<file path="src/qla_pkg.sv">
// qla shared definitions
// address map, register offsets, data widths and the safety constants
// used by the axis control core and its testbench

`default_nettype none

package qla_pkg;

    // ------------------------------------------------------------------------
    // bus types
    // ------------------------------------------------------------------------
    localparam int CUR_W = 16;                 // dac and adc code width

    typedef logic [15:0]      addr_t;          // register address
    typedef logic [31:0]      data_t;          // register data word
    typedef logic [CUR_W-1:0] cur_t;           // offset-binary current

    // ------------------------------------------------------------------------
    // address map
    // addr[15:12] space | addr[7:4] channel | addr[3:0] offset
    // ------------------------------------------------------------------------
    localparam int SPACE_LSB = 12;
    localparam int CHAN_LSB  = 4;              // channel 0 is the board
    localparam int CHAN_W    = 4;

    typedef enum logic [3:0] {
        space_main     = 4'h0,                 // only space with live data
        space_hub      = 4'h1,
        space_prom     = 4'h2,
        space_prom_qla = 4'h3
    } addr_space_e;

    typedef enum logic [3:0] {
        off_status = 4'h0,                     // board status and control
        off_dout   = 4'h1                      // board digital outputs
    } reg_offset_e;

    // axis channels reuse offset 1 for the current command
    localparam reg_offset_e off_dac_ctrl = off_dout;

    // ------------------------------------------------------------------------
    // status word layout
    // ------------------------------------------------------------------------
    localparam int STAT_AMP_EN_LSB   = 0;      // bits 3..0
    localparam int STAT_FAULT_LSB    = 4;      // bits 7..4
    localparam int STAT_PWR_EN_BIT   = 8;
    localparam int WR_FAULT_CLR_BIT  = 9;      // write only
    localparam int STAT_BOARD_ID_LSB = 24;     // bits 27..24
    localparam int BOARD_ID_W        = 4;

    // ------------------------------------------------------------------------
    // safety
    // ------------------------------------------------------------------------
    localparam cur_t MID_SCALE     = 16'h8000; // zero current code
    localparam cur_t SAFETY_MARGIN = 16'h0200; // slack over 2x command

endpackage

`default_nettype wire

</file>
<file path="src/reg_read_mux.sv">
// register read-data mux
// picks board or axis read data by address space and channel,
// everything outside the main space reads as zero

`default_nettype none

module reg_read_mux #(
    parameter int NUM_AXES = 4
) (
    input  wire qla_pkg::addr_t reg_raddr,
    input  wire qla_pkg::data_t board_rdata,   // channel 0
    input  wire qla_pkg::data_t axis_rdata,    // channels 1..NUM_AXES
    output      qla_pkg::data_t reg_rdata
);

    import qla_pkg::*;

    addr_space_e       rd_space;
    logic [CHAN_W-1:0] rd_chan;
    logic              is_axis;

    // address fields
    assign rd_space = addr_space_e'(reg_raddr[SPACE_LSB +: 4]);
    assign rd_chan  = reg_raddr[CHAN_LSB +: CHAN_W];

    // axis channels start at 1
    assign is_axis = (rd_chan != '0) && (rd_chan <= CHAN_W'(NUM_AXES));

    // ------------------------------------------------------------------------
    // combinational select, same cycle as reg_raddr
    // ------------------------------------------------------------------------
    always_comb begin
        reg_rdata = '0;                        // hub and prom spaces dropped
        if (rd_space == space_main) begin
            if (rd_chan == '0) begin
                reg_rdata = board_rdata;
            end else if (is_axis) begin
                reg_rdata = axis_rdata;
            end
        end
    end

endmodule

`default_nettype wire

</file>
<file path="src/board_regs.sv">
// board register block, channel 0
// holds amp enables, power enable and digital outputs, builds the
// live status word and issues the fault clear pulse

`default_nettype none

module board_regs #(
    parameter int NUM_AXES = 4
) (
    input  wire logic                sysclk,
    input  wire logic                rst_n,
    input  wire logic                reg_wen,
    input  wire qla_pkg::addr_t      reg_waddr,
    input  wire qla_pkg::data_t      reg_wdata,
    input  wire qla_pkg::addr_t      reg_raddr,
    input  wire logic [3:0]          board_id,
    input  wire logic [NUM_AXES-1:0] fault,        // from safety check
    output      qla_pkg::data_t      board_rdata,
    output      logic [NUM_AXES-1:0] amp_disable,
    output      logic                pwr_enable,
    output      logic [3:0]          dout,
    output      logic                fault_clear   // one-cycle pulse
);

    import qla_pkg::*;

    logic [NUM_AXES-1:0] amp_en;       // software amp enables
    logic                wr_hit;       // write to main space, channel 0
    reg_offset_e         wr_off;
    reg_offset_e         rd_off;
    data_t               status_word;

    // ------------------------------------------------------------------------
    // write decode
    // ------------------------------------------------------------------------
    assign wr_hit = reg_wen
                 && (addr_space_e'(reg_waddr[SPACE_LSB +: 4]) == space_main)
                 && (reg_waddr[CHAN_LSB +: CHAN_W] == '0);
    assign wr_off = reg_offset_e'(reg_waddr[3:0]);

    always_ff @(posedge sysclk) begin
        if (!rst_n) begin
            amp_en      <= '0;                 // all amps off
            pwr_enable  <= 1'b0;
            dout        <= '0;
            fault_clear <= 1'b0;
        end else begin
            fault_clear <= 1'b0;               // default, pulse only
            if (wr_hit) begin
                case (wr_off)
                    off_status: begin
                        amp_en      <= reg_wdata[STAT_AMP_EN_LSB +: NUM_AXES];
                        pwr_enable  <= reg_wdata[STAT_PWR_EN_BIT];
                        fault_clear <= reg_wdata[WR_FAULT_CLR_BIT];
                    end
                    off_dout: begin
                        dout <= reg_wdata[3:0];
                    end
                    default: begin
                        // other board offsets have no storage
                    end
                endcase
            end
        end
    end

    // an axis runs only when enabled and not faulted
    assign amp_disable = ~amp_en | fault;

    // ------------------------------------------------------------------------
    // readback
    // ------------------------------------------------------------------------
    assign rd_off = reg_offset_e'(reg_raddr[3:0]);

    always_comb begin
        status_word = '0;
        status_word[STAT_AMP_EN_LSB +: NUM_AXES] = amp_en;
        status_word[STAT_FAULT_LSB +: NUM_AXES]  = fault;    // live faults
        status_word[STAT_PWR_EN_BIT]             = pwr_enable;
        status_word[STAT_BOARD_ID_LSB +: BOARD_ID_W] = board_id;
    end

    always_comb begin
        case (rd_off)
            off_status: board_rdata = status_word;
            off_dout:   board_rdata = {28'd0, dout};
            default:    board_rdata = '0;
        endcase
    end

endmodule

`default_nettype wire

</file>
<file path="src/dac_cmd_regs.sv">
// motor current command registers
// one 16-bit offset-binary command per axis, written through the
// register bus and read back at the dac control offset

`default_nettype none

module dac_cmd_regs #(
    parameter int NUM_AXES = 4
) (
    input  wire logic                         sysclk,
    input  wire logic                         rst_n,
    input  wire logic                         reg_wen,
    input  wire qla_pkg::addr_t               reg_waddr,
    input  wire qla_pkg::data_t               reg_wdata,
    input  wire qla_pkg::addr_t               reg_raddr,
    output      qla_pkg::data_t               axis_rdata,
    output      qla_pkg::cur_t [NUM_AXES-1:0] cur_cmd
);

    import qla_pkg::*;

    logic [CHAN_W-1:0] wr_chan;
    logic [CHAN_W-1:0] rd_chan;
    logic              wr_hit;        // main space, dac offset

    assign wr_chan = reg_waddr[CHAN_LSB +: CHAN_W];
    assign rd_chan = reg_raddr[CHAN_LSB +: CHAN_W];

    assign wr_hit = reg_wen
                 && (addr_space_e'(reg_waddr[SPACE_LSB +: 4]) == space_main)
                 && (reg_offset_e'(reg_waddr[3:0]) == off_dac_ctrl);

    // ------------------------------------------------------------------------
    // command storage, channel n drives axis n-1
    // ------------------------------------------------------------------------
    always_ff @(posedge sysclk) begin
        if (!rst_n) begin
            for (int i = 0; i < NUM_AXES; i++) begin
                cur_cmd[i] <= MID_SCALE;       // zero current
            end
        end else if (wr_hit) begin
            for (int i = 0; i < NUM_AXES; i++) begin
                if (wr_chan == CHAN_W'(i + 1)) begin
                    cur_cmd[i] <= reg_wdata[CUR_W-1:0];
                end
            end
        end
    end

    // readback, zero-extended
    always_comb begin
        axis_rdata = '0;
        if (reg_offset_e'(reg_raddr[3:0]) == off_dac_ctrl) begin
            for (int i = 0; i < NUM_AXES; i++) begin
                if (rd_chan == CHAN_W'(i + 1)) begin
                    axis_rdata = {16'd0, cur_cmd[i]};
                end
            end
        end
    end

endmodule

`default_nettype wire

</file>
<file path="src/safety_check.sv">
// over-current safety check
// per axis, latches a fault when feedback runs far past the command
// for SAFETY_COUNT consecutive cycles, held until fault clear

`default_nettype none

module safety_check #(
    parameter int NUM_AXES     = 4,
    parameter int SAFETY_COUNT = 8
) (
    input  wire logic                         sysclk,
    input  wire logic                         rst_n,
    input  wire qla_pkg::cur_t [NUM_AXES-1:0] cur_fb,
    input  wire qla_pkg::cur_t [NUM_AXES-1:0] cur_cmd,
    input  wire logic                         fault_clear,
    output      logic [NUM_AXES-1:0]          fault
);

    import qla_pkg::*;

    localparam int                CNT_W   = $clog2(SAFETY_COUNT + 1);
    localparam logic [CNT_W-1:0]  CNT_MAX = CNT_W'(SAFETY_COUNT);

    for (genvar a = 0; a < NUM_AXES; a++) begin : g_axis
        cur_t             fb_dev;      // |fb - mid|
        cur_t             cmd_dev;     // |cmd - mid|
        logic [CUR_W+1:0] limit;       // 2 * cmd_dev + margin
        logic             over;
        logic [CNT_W-1:0] cnt;         // consecutive over cycles
        logic             fault_q;

        // bit 15 set means at or above mid scale
        assign fb_dev  = cur_fb[a][CUR_W-1] ? cur_fb[a] - MID_SCALE
                                            : MID_SCALE - cur_fb[a];
        assign cmd_dev = cur_cmd[a][CUR_W-1] ? cur_cmd[a] - MID_SCALE
                                             : MID_SCALE - cur_cmd[a];

        assign limit = {1'b0, cmd_dev, 1'b0} + {2'b00, SAFETY_MARGIN};
        assign over  = {2'b00, fb_dev} > limit;

        // --------------------------------------------------------------------
        // counter and latched fault
        // --------------------------------------------------------------------
        always_ff @(posedge sysclk) begin
            if (!rst_n) begin
                cnt     <= '0;
                fault_q <= 1'b0;
            end else if (fault_clear) begin   // wins over a new latch
                cnt     <= '0;
                fault_q <= 1'b0;
            end else begin
                if (!over) begin
                    cnt <= '0;                 // run broken
                end else if (cnt != CNT_MAX) begin
                    cnt <= cnt + 1'b1;         // saturates at the limit
                end
                if (cnt == CNT_MAX) begin
                    fault_q <= 1'b1;
                end
            end
        end

        assign fault[a] = fault_q;
    end

endmodule

`default_nettype wire

</file>
<file path="src/qla_top.sv">
// qla axis control core
// ties the register bus to the board registers, the current command
// registers, the over-current checks and the read-data mux

`default_nettype none

module qla_top #(
    parameter int NUM_AXES     = 4,
    parameter int SAFETY_COUNT = 8
) (
    input  wire logic                              sysclk,
    input  wire logic                              rst_n,
    input  wire logic                              reg_wen,     // one-cycle write strobe
    input  wire qla_pkg::addr_t                    reg_waddr,
    input  wire qla_pkg::data_t                    reg_wdata,
    input  wire qla_pkg::addr_t                    reg_raddr,
    input  wire logic [3:0]                        board_id,    // rotary switch
    input  wire qla_pkg::cur_t [NUM_AXES-1:0]      cur_fb,      // measured current
    output      qla_pkg::data_t                    reg_rdata,
    output      qla_pkg::cur_t [NUM_AXES-1:0]      cur_cmd,     // to the dacs
    output      logic [NUM_AXES-1:0]               amp_disable,
    output      logic                              pwr_enable,
    output      logic [3:0]                        dout
);

    import qla_pkg::*;

    data_t               board_rdata;    // channel 0 word
    data_t               axis_rdata;     // addressed axis word
    logic [NUM_AXES-1:0] fault;          // latched over-current
    logic                fault_clear;    // one-cycle pulse

    // ------------------------------------------------------------------------
    // read path
    // ------------------------------------------------------------------------
    reg_read_mux #(.NUM_AXES(NUM_AXES)) u_reg_read_mux (
        .reg_raddr   (reg_raddr),
        .board_rdata (board_rdata),
        .axis_rdata  (axis_rdata),
        .reg_rdata   (reg_rdata)
    );

    // board registers, channel 0
    board_regs #(.NUM_AXES(NUM_AXES)) u_board_regs (
        .sysclk      (sysclk),
        .rst_n       (rst_n),
        .reg_wen     (reg_wen),
        .reg_waddr   (reg_waddr),
        .reg_wdata   (reg_wdata),
        .reg_raddr   (reg_raddr),
        .board_id    (board_id),
        .fault       (fault),
        .board_rdata (board_rdata),
        .amp_disable (amp_disable),
        .pwr_enable  (pwr_enable),
        .dout        (dout),
        .fault_clear (fault_clear)
    );

    // per-axis current commands
    dac_cmd_regs #(.NUM_AXES(NUM_AXES)) u_dac_cmd_regs (
        .sysclk     (sysclk),
        .rst_n      (rst_n),
        .reg_wen    (reg_wen),
        .reg_waddr  (reg_waddr),
        .reg_wdata  (reg_wdata),
        .reg_raddr  (reg_raddr),
        .axis_rdata (axis_rdata),
        .cur_cmd    (cur_cmd)
    );

    // ------------------------------------------------------------------------
    // over-current checks, feedback vs command
    // ------------------------------------------------------------------------
    safety_check #(
        .NUM_AXES     (NUM_AXES),
        .SAFETY_COUNT (SAFETY_COUNT)
    ) u_safety_check (
        .sysclk      (sysclk),
        .rst_n       (rst_n),
        .cur_fb      (cur_fb),
        .cur_cmd     (cur_cmd),
        .fault_clear (fault_clear),
        .fault       (fault)
    );

endmodule

`default_nettype wire

</file>
<file path="config.mk">
export PLATFORM = sky130hd
export DESIGN_NAME = qla_top
export DESIGN_NICKNAME = d
export VERILOG_FILES = /design/src/qla_pkg.sv /design/src/reg_read_mux.sv /design/src/board_regs.sv /design/src/dac_cmd_regs.sv /design/src/safety_check.sv /design/src/qla_top.sv
export SDC_FILE = /design/constraint.sdc
export NUM_CORES = 1
export LEC_CHECK = 0
export ABC_AREA = 1
export BUFFER_PORTS_ARGS = -buffer_cell sky130_fd_sc_hd__buf_2
export CORE_ASPECT_RATIO = 1.1
export CORE_MARGIN = 2
export CORE_UTILIZATION = 55
export CTS_CLUSTER_DIAMETER = 30
export CTS_CLUSTER_SIZE = 16
export DETAILED_ROUTE_END_ITERATION = 8
export PLACE_DENSITY = 0.92
export SLEW_MARGIN = 20
export SYNTH_ARGS = -nofsm -noshare
export SYNTH_HDL_FRONTEND = slang
export SYNTH_SLANG_ARGS = --single-unit
export TNS_END_PERCENT = 20
</file>
<file path="constraint.sdc">
create_clock -name sysclk -period 3.4 [get_ports sysclk]
set_input_delay 0.68 -clock sysclk [delete_from_list [all_inputs] [get_ports sysclk]]
set_output_delay 0.68 -clock sysclk [all_outputs]
set_load 0.01 [all_outputs]
</file>
Word level (Yosys, flattened, before mapping)
Index checks and enable logic that the tools add are counted.
{"block": "classes", "add_sub_neg": 24, "order_cmp": 5, "bitwise": 7, "n_eq_ne": 18, "muxes": 17, "reduce_logical": 23}
{"op": "16-bit two-way mux", "count": 12}
{"op": "32-bit two-way mux", "count": 4}
{"op": "16-bit subtractor (first input constant)", "count": 8}
{"op": "16-bit subtractor (second input constant)", "count": 8}
{"op": "17-bit by 10-bit adder with 18-bit output (second input constant)", "count": 4}
{"op": "16-bit by 18-bit > comparator with 1-bit output", "count": 4}
{"op": "28-bit one-hot mux with 2 select lines", "count": 1}
{"op": "4-bit logical NOT", "count": 6}
{"op": "4-bit by 1-bit adder with 4-bit output (second input constant)", "count": 4}
{"op": "4-bit by 1-bit == test with 1-bit output (second input constant)", "count": 4}
{"op": "4-bit by 2-bit == test with 1-bit output (second input constant)", "count": 4}
{"op": "4-bit == test (second input constant)", "count": 4}
{"op": "4-bit inequality test (second input constant)", "count": 4}
{"op": "2-bit AND reduction", "count": 6}
{"op": "3-bit OR reduction", "count": 4}
{"op": "4-bit by 3-bit == test with 1-bit output (second input constant)", "count": 2}
{"op": "1-bit inverter", "count": 5}
{"op": "4-bit by 3-bit less-or-equal comparator with 1-bit output (second input constant)", "count": 1}
{"op": "1-bit logical AND", "count": 4}
{"op": "4-bit inverter", "count": 1}
{"op": "4-bit OR", "count": 1}
{"op": "4-bit nonzero test", "count": 1}
{"op": "3-bit AND reduction", "count": 1}
{"op": "2-bit OR reduction", "count": 1}
{"block": "word_totals", "wordCells": 110, "out_inout_bits": 105, "ff_bits": 94}

Logic depth before layout (Yosys ltp)
{"block": "logic_depth", "depth_word": 9, "depth_mapped": 25, "mapped_depth_nobuf": 25}

Modules after synthesis
From an unflattened synthesis, not the netlist that was laid out.
{"block": "hier_totals", "cells_unflattened": 1774, "area_unflattened_um2": 10939.2}
{"module": "safety_check", "instances": 1, "area_each_um2": 5733.0, "cells_each": 949}
{"module": "dac_cmd_regs", "instances": 1, "area_each_um2": 3608.5, "cells_each": 564}
{"module": "board_regs", "instances": 1, "area_each_um2": 868.3, "cells_each": 139}
{"module": "reg_read_mux", "instances": 1, "area_each_um2": 729.4, "cells_each": 122}

Worst setup path before layout
No wires, ideal clock.
{"block": "synth_path", "kind": "register -> register", "from": "register u_dac_cmd_regs.cur_cmd[32] in the netlist's numbering", "to": "register u_safety_check.g_axis[2].cnt[0]", "period_less_slack_ns": 2.805, "slack_ns": 0.595, "arrival_time_ns": 2.741, "t_required_ns": 3.336, "path_stages_with_launch": 25, "cell_sequence": "dfxtp_1 > inv_1 > ha_1 > inv_1 > nor2_4 > nand4_1 > nand2_1 > xor2_1 > ha_1 > nand2_1 > nor2_1 > nand2_1 > nand3_1 > nand2_1 > ha_1 > nand2_1 > nor2_1 > nand3_1 > inv_1 > o21ai_0 > nand3_1 > nand2_1 > nor2_1 > nand2_2 > nor2_1"}
{"block": "synth_via", "elab_chain_cells": 6}
{"element": "from (decl)", "line_no": "dac_cmd_regs.sv:17", "rtl": "output qla_pkg::cur_t [NUM_AXES-1:0] cur_cmd"}
{"element": "from (signal, indexed assignment)", "line_no": "dac_cmd_regs.sv:44", "rtl": "cur_cmd[i] <= reg_wdata[CUR_W-1:0];"}
{"element": "16-bit subtractor (on tied branches)", "line_no": "safety_check.sv:36, safety_check.sv:35"}
{"element": "16-bit two-way mux *", "line_no": "safety_check.sv:35", "rtl": "assign cmd_dev = cur_cmd[a][CUR_W-1] ? cur_cmd[a] - MID_SCALE"}
{"element": "17-bit by 10-bit adder with 18-bit output *", "line_no": "safety_check.sv:38", "rtl": "assign limit = {1'b0, cmd_dev, 1'b0} + {2'b00, SAFETY_MARGIN};"}
{"element": "16-bit by 18-bit > comparator with 1-bit output *", "line_no": "safety_check.sv:39", "rtl": "assign over = {2'b00, fb_dev} > limit;"}
{"element": "1-bit inverter (no line) *"}
{"element": "3-bit OR reduction (no line) *"}
{"element": "to (signal assigned)", "line_no": "safety_check.sv:55", "rtl": "cnt <= cnt + 1'b1;"}
{"element": "to (decl)", "line_no": "safety_check.sv:29", "rtl": "logic [CNT_W-1:0] cnt;"}
Mark *: on every way between the ends. The rest lies on a longest branch, timed or not.
A chain may end at the register's enable or synchronous reset.

Worst setup path after layout
{"block": "layout_path", "from": "input port reg_raddr[6]", "to": "output port reg_rdata[9]"}
{"block": "layout_via", "elab_chain_cells": 9}
{"element": "from (decl)", "line_no": "qla_top.sv:16", "rtl": "input wire qla_pkg::addr_t reg_raddr,"}
{"element": "4-bit by 1-bit == test with 1-bit output", "line_no": "dac_cmd_regs.sv:55", "rtl": "if (rd_chan == CHAN_W'(i + 1)) begin"}
{"element": "16-bit two-way mux (4 in series)", "line_no": "dac_cmd_regs.sv:55"}
{"element": "32-bit two-way mux", "line_no": "dac_cmd_regs.sv:53", "rtl": "if (reg_offset_e'(reg_raddr[3:0]) == off_dac_ctrl) begin"}
{"element": "32-bit two-way mux", "line_no": "reg_read_mux.sv:37", "rtl": "end else if (is_axis) begin"}
{"element": "32-bit two-way mux *", "line_no": "reg_read_mux.sv:35", "rtl": "if (rd_chan == '0) begin"}
{"element": "32-bit two-way mux *", "line_no": "reg_read_mux.sv:34", "rtl": "if (rd_space == space_main) begin"}
{"element": "to (decl)", "line_no": "qla_top.sv:19", "rtl": "output qla_pkg::data_t reg_rdata,"}
Marked as above.

==> results.toml <==
[min_path]
whs_path_depth = 2
holdPathEnd = "u_board_regs.dout[0]"
holdCritStartpoint = "u_board_regs.dout[0]"
hold_class = "reg -> reg"

[critical_path]
arrival_ns = 2.59
cp.required_ns = 2.72
r2r.worst_path.cells = 22
cpMaxStageDelayCell = "a211oi_1"
path_max_fanout = 21
r2r_start = "u_dac_cmd_regs.cur_cmd[49]"
crit_chain = "buf_2, nor2_1, inv_1, nor2_1, nand2_1, o221ai_1, a21oi_1, a211oi_1, buf_2"
end_kind = "output port"
start_kind = "input pin"
crit_type = "in -> out"
ff2ff_setup_slack_ns = 0.24
r2r_end = "u_safety_check.g_axis[3].cnt[1]"
cpPeakStageDelay_ns = 0.40

[final_layout]
final_common_cell = "nand2_1"
drive_gt1_frac = 0.183
fin_nets = 1830
final_cell_mix = "nand2_1, buf_2, inv_1"
area_growth_pct = 16.6

[cts]
cts_buffers = 9
clk_path_buf_depth = 2
htreeDepth = 3
clock-sinks = 94
cts_tree = "built"
cts_hold_buffers = 0
path_clk_slew_ns = 0.06
clkLatencyLatePin_ns = 0.35
root_buffer = "clkbuf_16"

[power]
p_sw_uw = 780
p_seq_frac = 0.418
sw_frac_of_total = 0.290
powerDensity_nw_per_um2 = 253
irDropWorstVdd_mv = 0.260
comb_power_share = 0.206
clkPwrFrac = 0.376
p_int_uw = 1910
leakage_uw = 0.00530

[sta]
hold_violations = 0
setup_viol_count_final = 0
max_clock_freq_mhz = 306
worstMarginPinSlew_ns = 0.919
setup_tns_ns = 0
hold-worst-slack_ns = 0.465
drv_slew = 0
relSlewSlack = 0.386
finClkSkew_ns = 0.00585
period_minus_slack_ns = 3.27
fin_crit_sh = 0.962

[routing]
routedWlPerCell_microns = 15.1
vias = 10300
drc_errors = 0
drt-total-wl_mm = 27.6
avgViaCountPerCell = 5.65
drtIter0Drc = 936
drt_first_pass_iters = 6
antenna_left = 0

[placement]
gp_congestion = 0.968
port_buffers = 203
dpl.hpwl_mm = 21.9

[synth]
synth_compound_area_frac = 0.192
synth_cell_types = 45
synth_top_cell_by_area = "dfxtp_1"
yosys.area_share.xor_xnor = 0.104
synthAdderAreaFrac = 0.110
synthTopCellsByArea = "dfxtp_1, nand2_1, ha_1"
seq_area_frac_synth = 0.207
synth-edff-count = 0
synthSimpleGateAreaFrac = 0.274
yosys_most_used_dff = "dfxtp_1"
synthDominantCellAreaShare = 0.207
async_reset_ff_frac = 0
synth_top_family_by_area = "simple AND/OR/NAND/NOR gates"
synth-seq-cells = 94
syn_area_sq_um = 9110
syn_avg_cell_area_sq_um = 6.39
synthMuxAreaShare = 0
synthCells = 1425
yosysWarnings = 0

[grt]
grt_pass1_vias = 9475
grt_use_total = 0.304
antenna_found_initial = 1
grt_max_degree = 75
grt_pass1_wl_mm = 43.9
overflow = 0

[floorplanning]
rows = 49
io_pins = 240
initial_core_util = 0.559
dieArea_sq_um = 17600
core_area_sq_um = 16300
die_h_microns = 139
die_w_microns = 127

[run]
drv_cap = 0

[outcome]
status = "completed"
==> critical path: cells and delay by family <==
kind,cells,cell delay (ns)
AOI/OAI and AO/OA,3,0.76
and+or+nand+nor,3,0.72
buffers and inverters,3,0.42
==> sequential cells by signal, indices dropped and copies added (netlist names) <==
name / cells
u_board_regs.dout: 4
u_board_regs.pwr_enable: 1
u_board_regs.amp_en: 4
u_board_regs.fault_clear: 1
u_safety_check.g_axis.cnt: 16
u_dac_cmd_regs.cur_cmd: 64
u_safety_check.g_axis.fault_q: 4
==> worst max-delay path by stage <==
stage / start / endpoint / slack [ns] / depth (start not counted)
6_report: reg_raddr[6] / reg_rdata[9] / 0.13 / 9
5_1_grt: u_dac_cmd_regs.cur_cmd[33] / u_safety_check.g_axis[2].cnt[3] / -0.02 / 24
4_1_cts: u_dac_cmd_regs.cur_cmd[0] / u_safety_check.g_axis[0].cnt[0] / 0.14 / 19
3_5_place_dp: u_dac_cmd_regs.cur_cmd[0] / u_safety_check.g_axis[0].cnt[3] / 0.16 / 19
3_3_place_gp: u_dac_cmd_regs.cur_cmd[0] / u_safety_check.g_axis[0].cnt[1] / 0.26 / 19
2_1_floorplan: u_dac_cmd_regs.cur_cmd[32] / u_safety_check.g_axis[2].cnt[0] / 0.60 / 24
==> routing by layer <==
| metal | part of all wire | track usage | up-vias |
|---|---|---|---|
| met5 | 0 | 0 | - |
| met4 | 0.063 | 0.174 | 0 |
| met3 | 0.080 | 0.0552 | 138 |
| met2 | 0.46 | 0.507 | 528 |
| met1 | 0.40 | 0.367 | 4633 |
| li1 | - | - | 5018 |
==> cell type report <==
class,instances,area [sq um]
Antenna cell,1,2.50
Clock buffer,11,233
Clock inverter,5,60.1
Fill cell,1445,5690
Inverter,203,762
Multi-Input combinational cell,1086,6270
Sequential cell,94,1880
Tap cell,204,255
Timing Repair Buffer,221,1150
==> through the flow <==
| step | total power (uW) | worst slack (ns) | instance area (sq um) | instances | utilization |
|---|---|---|---|---|---|
| 6_report | 2690 | 0.129 | 10600 | 1825 | 0.651 |
| 5_1_grt | 2810 | -0.0213 | 10600 | 1824 | 0.651 |
| 4_1_cts | 2680 | 0.136 | 10600 | 1822 | 0.648 |
| 3_5_place_dp | 1690 | 0.157 | 10300 | 1806 | 0.630 |
| 3_3_place_gp | 1660 | 0.261 | 10300 | 1806 | 0.630 |
| 2_1_floorplan | 1520 | 0.595 | 9150 | 1436 | - |
==> Yosys cell counts, drive strengths merged, types with 12 or more instances <==
| cell | number |
|---|---|
| nand2 | 291 |
| inv | 201 |
| nor2 | 147 |
| a21oi | 138 |
| o21ai | 136 |
| dfxtp | 94 |
| ha | 80 |
| nand3 | 78 |
| xor2 | 78 |
| clkbuf | 29 |
| xnor2 | 28 |
| buf | 24 |
| nor3 | 19 |
| o221ai | 16 |
| nand4 | 12 |
==> cells by family (layout without fill, tap and decap cells) <==
kind of cell / count (synthesis) / after routing
AO/OA/AOI/OAI: 321 / 321
XOR/XNOR: 106 / 106
adder cells (fa/ha/maj): 80 / 80
buffers and inverters: 256 / 440
flip-flops: 94 / 94
other: 1 / 13
AND/OR/NAND/NOR: 567 / 567
==> timing repair <==
action | in CTS | in global routing
buffers inserted | 0 | 2
hold endpoints to repair | 0 | 0
endpoints found under the setup margin | 0 | 12
gates resized for setup | 0 | 14
==> power by group through the flow <==
stage	Sequential [uW]	Combinational, uW	Clock [uW]
after floorplan	1150	369	0
after global placement	1150	514	0
after detailed placement	1150	539	0
after CTS	1130	545	1010
after global routing	1130	633	1050
final	1130	555	1010
(Power assumes the default switching activity.)
